$ cat src/mips_pkg.sv
`default_nettype none

package mips_pkg;

    // primary opcodes in standard MIPS encodings
    // low three bits of a load give width and signedness
    typedef enum logic [5:0] {
        OP_ALU = 6'b000000,     // special opcode with a register result only
        OP_LB  = 6'b100000,
        OP_LH  = 6'b100001,
        OP_LW  = 6'b100011,
        OP_LBU = 6'b100100,
        OP_LHU = 6'b100101,
        OP_SB  = 6'b101000,
        OP_SH  = 6'b101001,
        OP_SW  = 6'b101011
    } opcode_e;

    // one instruction leaving execute
    typedef struct packed {
        opcode_e     opcode;
        logic [31:0] ex_result;     // alu result or effective address
        logic [31:0] store_data;
        logic        reg_write;
        logic [4:0]  reg_dst_id;
    } ex_mem_t;

    // MEM/WB input with the word read for the instruction
    typedef struct packed {
        ex_mem_t     instr;
        logic [31:0] mem_read_data;
    } mem_wb_in_t;

    // write-back that doubles as the forwarding value
    typedef struct packed {
        logic        reg_write;
        logic [4:0]  reg_dst_id;
        logic [31:0] reg_wdata;
    } wb_t;

    localparam int DEFAULT_MEM_WORDS = 256;

    // empty slot in the pipe
    localparam ex_mem_t EX_BUBBLE = '{
        opcode:     OP_ALU,
        ex_result:  32'd0,
        store_data: 32'd0,
        reg_write:  1'b0,
        reg_dst_id: 5'd0
    };

endpackage

`default_nettype wire

$ cat src/mem_wb.sv
`timescale 1ns/10ps
`default_nettype none

module mem_wb (
    input  wire logic                 sys_clk,
    input  wire logic                 rst_n,
    input  wire logic                 stall,
    input  wire mips_pkg::mem_wb_in_t mem_in,
    output mips_pkg::wb_t             wb
);

    import mips_pkg::*;

    mem_wb_in_t  mem_q;
    logic        is_load;
    logic [7:0]  ld_byte;
    logic [15:0] ld_half;
    logic [31:0] ext_data;

    always_ff @(posedge sys_clk) begin
        if (!rst_n) begin
            mem_q <= '{instr: EX_BUBBLE, mem_read_data: 32'd0};
        end else if (!stall) begin
            mem_q <= mem_in;
        end
    end

    always_comb begin
        case (mem_q.instr.opcode)
            OP_LB, OP_LH, OP_LW, OP_LBU, OP_LHU: is_load = 1'b1;
            default:                             is_load = 1'b0;
        endcase
    end

    // lane pick by the low address bits
    assign ld_byte = mem_q.mem_read_data[mem_q.instr.ex_result[1:0]*8 +: 8];
    assign ld_half = mem_q.mem_read_data[mem_q.instr.ex_result[1]*16 +: 16];

    always_comb begin
        case (mem_q.instr.opcode[2:0])
            3'b000:  ext_data = {{24{ld_byte[7]}}, ld_byte};     // lb
            3'b001:  ext_data = {{16{ld_half[15]}}, ld_half};    // lh
            3'b100:  ext_data = {24'd0, ld_byte};                // lbu
            3'b101:  ext_data = {16'd0, ld_half};                // lhu
            default: ext_data = mem_q.mem_read_data;             // lw
        endcase
    end

    // also the forwarding value for earlier stages
    always_comb begin
        wb.reg_write  = mem_q.instr.reg_write;
        wb.reg_dst_id = mem_q.instr.reg_dst_id;
        wb.reg_wdata  = is_load ? ext_data : mem_q.instr.ex_result;
    end

endmodule

`default_nettype wire

$ cat config.mk
export PLATFORM = sky130hd
export DESIGN_NAME = mem_wb
export DESIGN_NICKNAME = d
export VERILOG_FILES = /design/src/mips_pkg.sv /design/src/mem_wb.sv
export SDC_FILE = /design/constraint.sdc
export NUM_CORES = 1
export LEC_CHECK = 0
export BUFFER_PORTS_ARGS = -buffer_cell sky130_fd_sc_hd__buf_2
export CAP_MARGIN = 20
export CORE_MARGIN = 2
export CORE_UTILIZATION = 53
export CTS_CLUSTER_SIZE = 40
export DETAILED_ROUTE_END_ITERATION = 10
export GPL_TIMING_DRIVEN = 1
export PLACE_DENSITY = 0.9
export SYNTH_ARGS = -nofsm -noshare
export SYNTH_HDL_FRONTEND = slang
export SYNTH_SLANG_ARGS = --single-unit
$ cat constraint.sdc
create_clock -name sys_clk -period 4.3 [get_ports sys_clk]
set_input_delay 0.86 -clock sys_clk [delete_from_list [all_inputs] [get_ports sys_clk]]
set_output_delay 0.86 -clock sys_clk [all_outputs]
set_load 0.05 [all_outputs]
==> metrics.md <==
| Metric | Value |
|---|---|
| Tmin final | `3614 ps` |
| MaxCap Viol Count | `0` |
| Period Utilization, post-route | `0.8404` |
| Grt ovf | `0` |
| Nature of the critical path endpoint | `output port` |
| Site Rows | `30` |
| Chip height | `88.63 um` |
| Commonest cells post-synth | `mux2i_1 (85), nor2b_1 (85), dfxtp_1 (76)` |
| Via density | `5.260` |
| Nets@finish | `626` |
| Final setup vio count | `0` |
| Fillers | `570` |
| Fin. max-slew vios | `0` |
| CP arrival | `2750 ps` |
| Tot Pwr | `1.761 mW` |
| Share of the synthesized area in the top cell type | `0.4008` |
| Largest net degree at the start of global routing | `77` |
| CP Launch Type | `register` |
| Worst R2R Setup Slack | `3170 ps` |
| Unrepaired setup endpoints after global routing | `no` |
| Number of placed I/O pins | `149` |
| Crit path setup slack, layout | `686.4 ps` |
| Total track usage | `0.2374` |
| Critical Path RT | `3440 ps` |
| Multi-input gate area | `2077 um2` |
| Share of layout cells above drive strength 1 | `0.2673` |
| PortBufs | `116` |
| P per Cell Area | `386.5 nW/um2` |
| Status | `finished clean` |
| Antenna Nets Post-Route | `0` |
| Area delta synth->final | `20.01%` |
| First-pass detailed-route iteration total | `5` |
| CTS tree | `yes` |
| Core ar. | `6869 um2` |
| Die X | `88.63 um` |
| CTS Hold Bufs | `0` |
| Initial antenna violation count | `0` |
| Final GP Congestion | `0.8670` |
| Max Buffers Root-to-Sink | `2` |
| Initial Util | `0.5526` |
| Top cells by area, synth | `dfxtp_1 (40%), mux2i_1 (22%), nor2b_1 (14%)` |
| DP HPWL | `6685 um` |
| DR WL/cell | `15.38 um` |
| CTS buffer count | `9` |
| DRC viols | `0` |
| Final hold violations | `0` |
| Post-Route WL | `9473 um` |
| Gate Count Post-Synth | `421` |
| Worst Skew | `0 ps` |
| Critical path fanouts, max | `25` |
| Diodes inserted | `0` |
| Synth cell types | `33` |
| Clock transition at path regs | `80 ps` |
| Post-synth net total | `532` |
| Hold WC Path Type | `reg2reg` |
| Via count | `3240` |
| Leak Pwr | `2.090 nW` |
| Max Fclk | `276.7 MHz` |
| Avg Synthesized Cell Area | `9.017 um2` |
| EDFF count, synth | `0` |
| Sum Neg Setup Slack | `0 ps` |
| Peak VDD IR | `261.3 uV` |
| CTS H-Tree Depth | `3` |
| Yosys top cell by area | `dfxtp_1` |
| Async SR Flop Fraction | `0` |
| Seq/Total Area, Yosys | `0.4008` |
| Register area | `1521 um2` |
| CTS Sinks | `76` |
| Synth Register Bits | `76` |
| Skew-Pair Late Insertion Delay | `350 ps` |
| Place WS | `1139 ps` |
| First-pass GRT wire length | `14210 um` |
| PostCTS Resize Cnt | `0` |
| Vias in the first global route | `2936` |
| Syn Std Cell Area | `3796 um2` |
| Root buffer cell | `clkbuf_8` |
| Ys flop type | `dfxtp_1` |
| Yosys warnings | `0` |
| Max-Slew Margin vs Limit | `0.3006` |
| 1st-iter DRT viols | `244` |
| Critical path class | `reg2out` |
| Die area | `7855 um2` |
| Slew @ Worst Pin | `1049 ps` |
| Postcts setup bufs | `0` |
-- per-layer routing --
| metal | wire [um] | up-vias | global-route usage |
|---|---|---|---|
| li1 | - | 1607 | - |
| met1 | 4137 | 1484 | 0.3076 |
| met2 | 4519 | 123 | 0.3820 |
| met3 | 614 | 26 | 0.05224 |
| met4 | 203 | 0 | 0.1006 |
| met5 | 0 | - | 0 |
-- worst paths after layout --
path	from	end	depth (start not counted)
max	mem_q[102]$_SDFFE_PN0N_	wb[5]	5
min	wb[32]$_SDFFE_PN0N_	wb[32]$_SDFFE_PN0N_	2
max reg2reg	mem_q[71]$_SDFFE_PN0N_	mem_q[71]$_SDFFE_PN0N_	2
min reg2reg	wb[32]$_SDFFE_PN0N_	wb[32]$_SDFFE_PN0N_	2
-- where the power goes --
| group | leakage, nW | internal (mW) | switching (mW) |
|---|---|---|---|
| combinational | 1.35 | 0.135 | 0.242 |
| sequential | 0.628 | 0.746 | 0.0354 |
| clock | 0.113 | 0.340 | 0.262 |
-- metrics by stage --
step / util / hold WS (ps) / std cells / cell area, um2
after floorplan: - / 477.2 / 421 / 3796
after global placement: 0.6317 / 489.5 / 600 / 4339
final: 0.6632 / 522.0 / 616 / 4556
after global routing: 0.6632 / 557.3 / 616 / 4556
after CTS: 0.6632 / 529.8 / 616 / 4556
after detailed placement: 0.6317 / 512.3 / 600 / 4339
-- kinds of logic after synthesis --
group                  count (synthesis)  share of synthesized area
AO/OA/AOI/OAI                         63                    0.09525
AND/OR/NAND/NOR                      156                     0.2189
multiplexers                          87                     0.2330
flip-flops                            76                     0.4008
buffers and inverters                 39                    0.05207
-- critical path, stage by stage (launching register included) --
cell and delay, ps:
dfxtp_1 620, nor2b_1 270, o21a_1 750, o21ai_0 220, o21ai_0 250, buf_2 300
-- area by class of cell --
cell class | count | share of cell area
multi-input cells | 306 | 0.4559
well taps | 96 | 0.02637
clock buffers | 11 | 0.03104
flip-flops and latches | 76 | 0.3340
repair buffers | 120 | 0.1346
clock inverters | 5 | 0.01648
inverters | 2 | 0.001648
-- cell usage in the layout (no fill, tap or decap), types with 2 or more instances in the layout --
cell type and n:
a211oi_1 2, a21oi_1 24, nor2_1 24, o21ai_1 9, mux2i_1 85, clkinv_2 3
dfxtp_1 76, bufinv_16 2, nand2_1 35, nor2b_1 85, buf_4 5, buf_2 115
o22ai_1 7, o21ai_0 13, or3_1 6, clkbuf_8 10, nand2b_1 2
-- registers in the layout (all words and copies together), names as in the netlist --
register  count
mem_q        70
wb            6
(Power assumes the default switching activity.)
