**src/mips_pkg.sv**
```systemverilog
`default_nettype none

package mips_pkg;

    // primary opcodes in standard MIPS encodings
    // low three bits of a load give width and signedness
    typedef enum logic [5:0] {
        OP_ALU = 6'b000000,     // special opcode with a register result only
        OP_LB  = 6'b100000,
        OP_LH  = 6'b100001,
        OP_LW  = 6'b100011,
        OP_LBU = 6'b100100,
        OP_LHU = 6'b100101,
        OP_SB  = 6'b101000,
        OP_SH  = 6'b101001,
        OP_SW  = 6'b101011
    } opcode_e;

    // one instruction leaving execute
    typedef struct packed {
        opcode_e     opcode;
        logic [31:0] ex_result;     // alu result or effective address
        logic [31:0] store_data;
        logic        reg_write;
        logic [4:0]  reg_dst_id;
    } ex_mem_t;

    // MEM/WB input with the word read for the instruction
    typedef struct packed {
        ex_mem_t     instr;
        logic [31:0] mem_read_data;
    } mem_wb_in_t;

    // write-back that doubles as the forwarding value
    typedef struct packed {
        logic        reg_write;
        logic [4:0]  reg_dst_id;
        logic [31:0] reg_wdata;
    } wb_t;

    localparam int DEFAULT_MEM_WORDS = 256;

    // empty slot in the pipe
    localparam ex_mem_t EX_BUBBLE = '{
        opcode:     OP_ALU,
        ex_result:  32'd0,
        store_data: 32'd0,
        reg_write:  1'b0,
        reg_dst_id: 5'd0
    };

endpackage

`default_nettype wire

```
**src/ex_mem.sv**
```systemverilog
`timescale 1ns/10ps
`default_nettype none

module ex_mem (
    input  wire logic              sys_clk,
    input  wire logic              rst_n,
    input  wire logic              stall,
    input  wire mips_pkg::ex_mem_t ex_in,
    output mips_pkg::ex_mem_t      ex_q
);

    import mips_pkg::*;

    // the execute stage keeps ex_in steady while stalled,
    // so holding here is enough to keep the two in step
    always_ff @(posedge sys_clk) begin
        if (!rst_n) begin
            ex_q <= EX_BUBBLE;
        end else if (!stall) begin
            ex_q <= ex_in;
        end
    end

endmodule

`default_nettype wire

```
**config.mk**
```make
export PLATFORM = sky130hd
export DESIGN_NAME = ex_mem
export DESIGN_NICKNAME = d
export VERILOG_FILES = /design/src/mips_pkg.sv /design/src/ex_mem.sv
export SDC_FILE = /design/constraint.sdc
export NUM_CORES = 1
export LEC_CHECK = 0
export BUFFER_PORTS_ARGS = -buffer_cell sky130_fd_sc_hd__buf_4
export CORE_UTILIZATION = 30
export CTS_BUF_LIST = sky130_fd_sc_hd__clkbuf_4
export DETAILED_ROUTE_END_ITERATION = 8
export HOLD_SLACK_MARGIN = 0.06
export PLACE_DENSITY_LB_ADDON = 0.3
export RECOVER_POWER = 100
export SLEW_MARGIN = 5
export SYNTH_ARGS = -nofsm -noshare
export SYNTH_HDL_FRONTEND = slang
export SYNTH_SLANG_ARGS = --single-unit
```
**constraint.sdc**
```tcl
create_clock -name sys_clk -period 1.93 [get_ports sys_clk]
set_clock_uncertainty 0.2 [all_clocks]
set_input_delay 0.193 -clock sys_clk [delete_from_list [all_inputs] [get_ports sys_clk]]
set_output_delay 0.193 -clock sys_clk [all_outputs]
set_load 0.02 [all_outputs]
```
==> impl_metrics.json, run 1 <==
{
  "outcome": "finished clean",
  "firstDrtPassIters": 4,
  "timing.rr.start": "ex_q[31]",
  "dp_cells": 514,
  "worst_hold_slack_ns": 0.127,
  "largest_register_ffs": 76,
  "die_h_um": 101,
  "wl_um": 7710,
  "routedWlPerCell_um": 12.6,
  "drv_slew": 0,
  "r2r_setup_slack_ns": 0.54,
  "htree_num_levels": 3,
  "worstPathMaxFanout": 15,
  "post_synth.cell_area_avg_um2": 11.9,
  "maxCapViolations": 0,
  "ys_types": 7,
  "grt_usage_pct": 16.1,
  "min_from": "rst_n",
  "die_w_um": 101,
  "dieArea_mm2": 0.0101,
  "start_util_pct": 31.3,
  "min_to": "ex_q[7]",
  "synth_seq_area_share_pct": 52.1,
  "cts_root_buffer": "clkbuf_4",
  "rsz0062_at_grt": "false",
  "finalHoldViolCount": 0,
  "fin_area_mm2": 0.00478,
  "grt_max_degree": 77,
  "path_clk_slew_ns": 0.12,
  "area_growth_pct": 63.7,
  "syn_nets": 324,
  "critPathLaunchType": "input port",
  "cts_tree": "done",
  "nets": 558,
  "ctsHoldBuffers": 83,
  "hold_depth": 2,
  "setup_viol": 0,
  "place_area_mm2": 0.00412,
  "ys.flop_type": "dfxtp_1",
  "leakage_nw": 2.10,
  "worst_pin_slew_ns": 1.03,
  "synthTopCellsByCount": "dfxtp_1, mux2i_1, nor2b_1",
  "layout_setup_ws_ns": 0.391,
  "vias": 2563,
  "clock-sinks": 76,
  "postLayoutCoreUtil_pct": 51.2,
  "yosysWarnings": 0,
  "num_io_pins": 155,
  "antenna_found_initial": 0,
  "numCtsBuffers": 9,
  "cts_resized": 0,
  "synth_edf_count": 0,
  "ir_drop_v": 0.000367,
  "netlist_instances": 245,
  "worstSetupEndpointType": "flip-flop",
  "total_power_mw": 3.42,
  "crit_required_ns": 2.03,
  "coreArea_mm2": 0.00933,
  "synthTopCellsByArea": "dfxtp_1, mux2i_1, nor2b_1",
  "max_freq_mhz": 650,
  "first_global_vias": 2705,
  "max_slew_margin_pct": 31.2,
  "post-cts-setup-buffer-count": 0,
  "clock_latency_ns": 0.40,
  "diodes": 0,
  "crit_type": "input port to flip-flop",
  "arrival_ns": 1.64,
  "ant_nets": 0,
  "p_per_area_mw_per_mm2": 716,
  "drive_above_1_share_pct": 19.3,
  "r2r_end": "ex_q[31]",
  "tns_ns": 0,
  "vias_per_cell": 4.19,
  "clockBufferDepth": 2,
  "ys_ff_latch": 76,
  "gp_congestion": 0.622,
  "final_cells": 612,
  "synth_area_mm2": 0.00292,
  "netlist.area_leader.share_pct": 52.1,
  "largest_register": "ex_q",
  "first_iter_violations": 41,
  "hp-class": "input port to flip-flop",
  "portBuffers": 154,
  "grt-ovfl-total": 0,
  "synth_largest_area_cell": "dfxtp_1",
  "synth_async_sr_flop_share_pct": 0,
  "r2r.worst_path.cells": 3,
  "period_needed_ns": 1.54,
  "rows": 35,
  "reg_top3": "ex_q x76",
  "dp_hpwl_um": 4550,
  "place_ws_ns": 0.597,
  "grt_pass1_wl_um": 12600,
  "drcViolationCount": 0,
  "post-route-period-util_pct": 79.8
}
-- final cells by class --
type	count	area (µm²)
flip-flops and latches	76	1520
clock inverters	6	80.1
well taps	129	161
repair buffers	240	1710
fillers	930	4550
multi-input cells	152	1240
clock buffers	9	67.6
-- report_power, final --
group          switching, mW  total [mW]  internal (mW)
clock                  0.524        1.03          0.508
sequential            0.0479        1.71           1.66
combinational          0.317       0.682          0.365
-- cells by family (layout without fill, tap and decap cells) --
kind of cell	Yosys count	in the layout	synth area share [%]
buf+inv	17	255	5.53
flops	76	76	52.1
mux	76	76	26.1
simple gates	76	76	16.3
-- worst max-delay path by stage --
| stage | start | end | slack (ns) |
|---|---|---|---|
| floorplan | stall | ex_q[32] | 0.81 |
| global placement | stall | ex_q[27] | 0.64 |
| detailed placement | stall | ex_q[29] | 0.60 |
| CTS | ex_in[3] | ex_q[3] | 0.50 |
| global route | stall | ex_q[33] | 0.29 |
| finish | stall | ex_q[35] | 0.39 |
-- placed cells by master, fill, tap and decap left out --
master,count
buf_4,49
bufinv_16,2
clkbuf_1,77
clkbuf_2,3
clkbuf_4,37
clkinv_1,2
clkinv_2,1
clkinvlp_4,1
dfxtp_1,76
dlygate4sd3_1,83
mux2i_1,76
nor2b_1,76
-- critical path, stage by stage --
cell	delay (ns)
clkbuf_2	0.27
clkbuf_1	0.81
mux2i_1	0.29
nor2b_1	0.07
-- metal layers --
layer	global-route usage [%]	wire length, µm
met1	16.7	3100
met2	29.3	3880
met3	6.66	622
met4	4.91	113
met5	0	0
Power figures use the tool's default switching activity.
==> run 2: changes to the inputs <==
==> constraint.sdc (replaced) <==
create_clock -name sys_clk -period 1.6 [get_ports sys_clk]
set_clock_uncertainty 0.2 [all_clocks]
set_input_delay 0.16 -clock sys_clk [delete_from_list [all_inputs] [get_ports sys_clk]]
set_output_delay 0.16 -clock sys_clk [all_outputs]
set_load 0.02 [all_outputs]
==> impl_metrics.json, run 2 (same netlist as run 1, synthesis figures left out) <==
{
  "maxCapViolations": 0,
  "leakage_nw": 2.16,
  "cpMostUsedCell": "dlygate4sd3_1",
  "clock-sinks": 76,
  "reg_top3": "ex_q x76",
  "cp_slowest_cell": "dlygate4sd3_1",
  "htree_num_levels": 3,
  "cts_tree": "done",
  "start_util_pct": 31.3,
  "worst_hold_slack_ns": 0.0977,
  "setup_viol": 0,
  "layout_commonest_cell": "dlygate4sd3_1",
  "first_global_vias": 2579,
  "antenna_found_initial": 0,
  "p_per_area_mw_per_mm2": 853,
  "layout_common_cells": "dlygate4sd3_1, clkbuf_4",
  "post-route-period-util_pct": 92.4,
  "crit_required_ns": 1.70,
  "path_clk_slew_ns": 0.13,
  "largest_register": "ex_q",
  "max_stage_delay_ns": 0.57,
  "worst_pin_slew_ns": 0.343,
  "grt_usage_pct": 15.0,
  "drive_above_1_share_pct": 19.7,
  "drv_slew": 0,
  "cts_resized": 0,
  "portBuffers": 154,
  "numCtsBuffers": 9,
  "max_freq_mhz": 676,
  "tns_ns": 0,
  "rows": 35,
  "dp_hpwl_um": 4440,
  "die_w_um": 101,
  "grt_max_degree": 49,
  "drcViolationCount": 0,
  "max_slew_margin_pct": 77.2,
  "worstPathMaxFanout": 1,
  "critPathTopFamily": "buffers and inverters",
  "diodes": 0,
  "vias": 2579,
  "die_h_um": 101,
  "ir_drop_v": 0.000404,
  "first_iter_violations": 25,
  "gp_congestion": 0.643,
  "crit_type": "input port to flip-flop",
  "wl_um": 7520,
  "clock_latency_ns": 0.39,
  "place_ws_ns": 0.373,
  "layout_setup_ws_ns": 0.121,
  "cts_root_buffer": "clkbuf_4",
  "hp-class": "input port to flip-flop",
  "arrival_ns": 1.58,
  "coreArea_mm2": 0.00933,
  "rsz0062_at_grt": "false",
  "period_needed_ns": 1.48,
  "outcome": "finished clean",
  "num_io_pins": 155,
  "clockBufferDepth": 2,
  "vias_per_cell": 4.18,
  "routedWlPerCell_um": 12.2,
  "area_growth_pct": 66.9,
  "largest_register_ffs": 76,
  "firstDrtPassIters": 4,
  "cp_num_buf_inv": 3,
  "grt-ovfl-total": 0,
  "worstSetupEndpointType": "flip-flop",
  "finalHoldViolCount": 0,
  "critPathLaunchType": "input port",
  "crit_chain": "dlygate4sd3_1 -> clkbuf_4 -> mux2i_1 -> nor2b_1 -> dlygate4sd3_1",
  "nets": 564,
  "ant_nets": 0,
  "dieArea_mm2": 0.0101,
  "grt_pass1_wl_um": 11900
}
## run 2: changes by cell type in the layout (fill, tap and decap cells not counted), moves of 2 or more
cell	change
dlygate4sd3_1	+5
clkbuf_2	-3
clkinv_1	-2
clkbuf_4	+44
buf_12	+2
buf_4	-41
## run 2: power by group
| part | internal, mW | total (mW) | switching (mW) |
|---|---|---|---|
| combinational | 0.447 | 0.827 | 0.380 |
| sequential | 2.01 | 2.06 | 0.0574 |
| clock | 0.616 | 1.27 | 0.652 |
## run 2: metal layers
layer	GRT usage (%)	vias up	share of wire, %
li1	-	1288	-
met1	16.9	1174	43
met2	26.0	107	48
met3	5.48	10	6.8
met4	5.57	0	1.5
met5	0	-	0
## run 2: what timing repair did
action / in CTS / in global routing
hold endpoints to repair: 76 / 0
hold buffers: 88 / 0
setup buffers: 0 / 0
## run 2: path summary, 6_finish.rpt
kind	startpoint	slack, ns	end	cells past startpoint
setup / recovery	ex_in[66]	0.12	ex_q[66]	5
hold / removal	rst_n	0.1	ex_q[13]	3
setup reg to reg	ex_q[66]	0.20	ex_q[66]	3
hold reg to reg	ex_q[50]	0.33	ex_q[50]	2
## run 2: through the flow
stage | utilization (%) | std cells | power, mW | instance area (µm²)
after floorplan | - | 245 | 2.51 | 2920
after global placement | 44.3 | 515 | 2.85 | 4130
final | 52.2 | 617 | 4.16 | 4870
after global routing | 52.2 | 617 | 4.38 | 4870
after detailed placement | 44.3 | 515 | 2.86 | 4130
after CTS | 55.3 | 617 | 4.31 | 5160
## run 2: worst register-to-register path, stage by stage, from the launching register on
cell and delay [ns]:
dfxtp_1 0.35, mux2i_1 0.14, nor2b_1 0.05, dlygate4sd3_1 0.57
## run 2: final cells by class
cell class / instances / area, µm²
Clock buffer: 9 / 67.6
Multi-Input combinational cell: 152 / 1240
Sequential cell: 76 / 1520
Timing Repair Buffer: 246 / 1810
Tap cell: 129 / 161
Clock inverter: 5 / 78.8
Fill cell: 894 / 4460
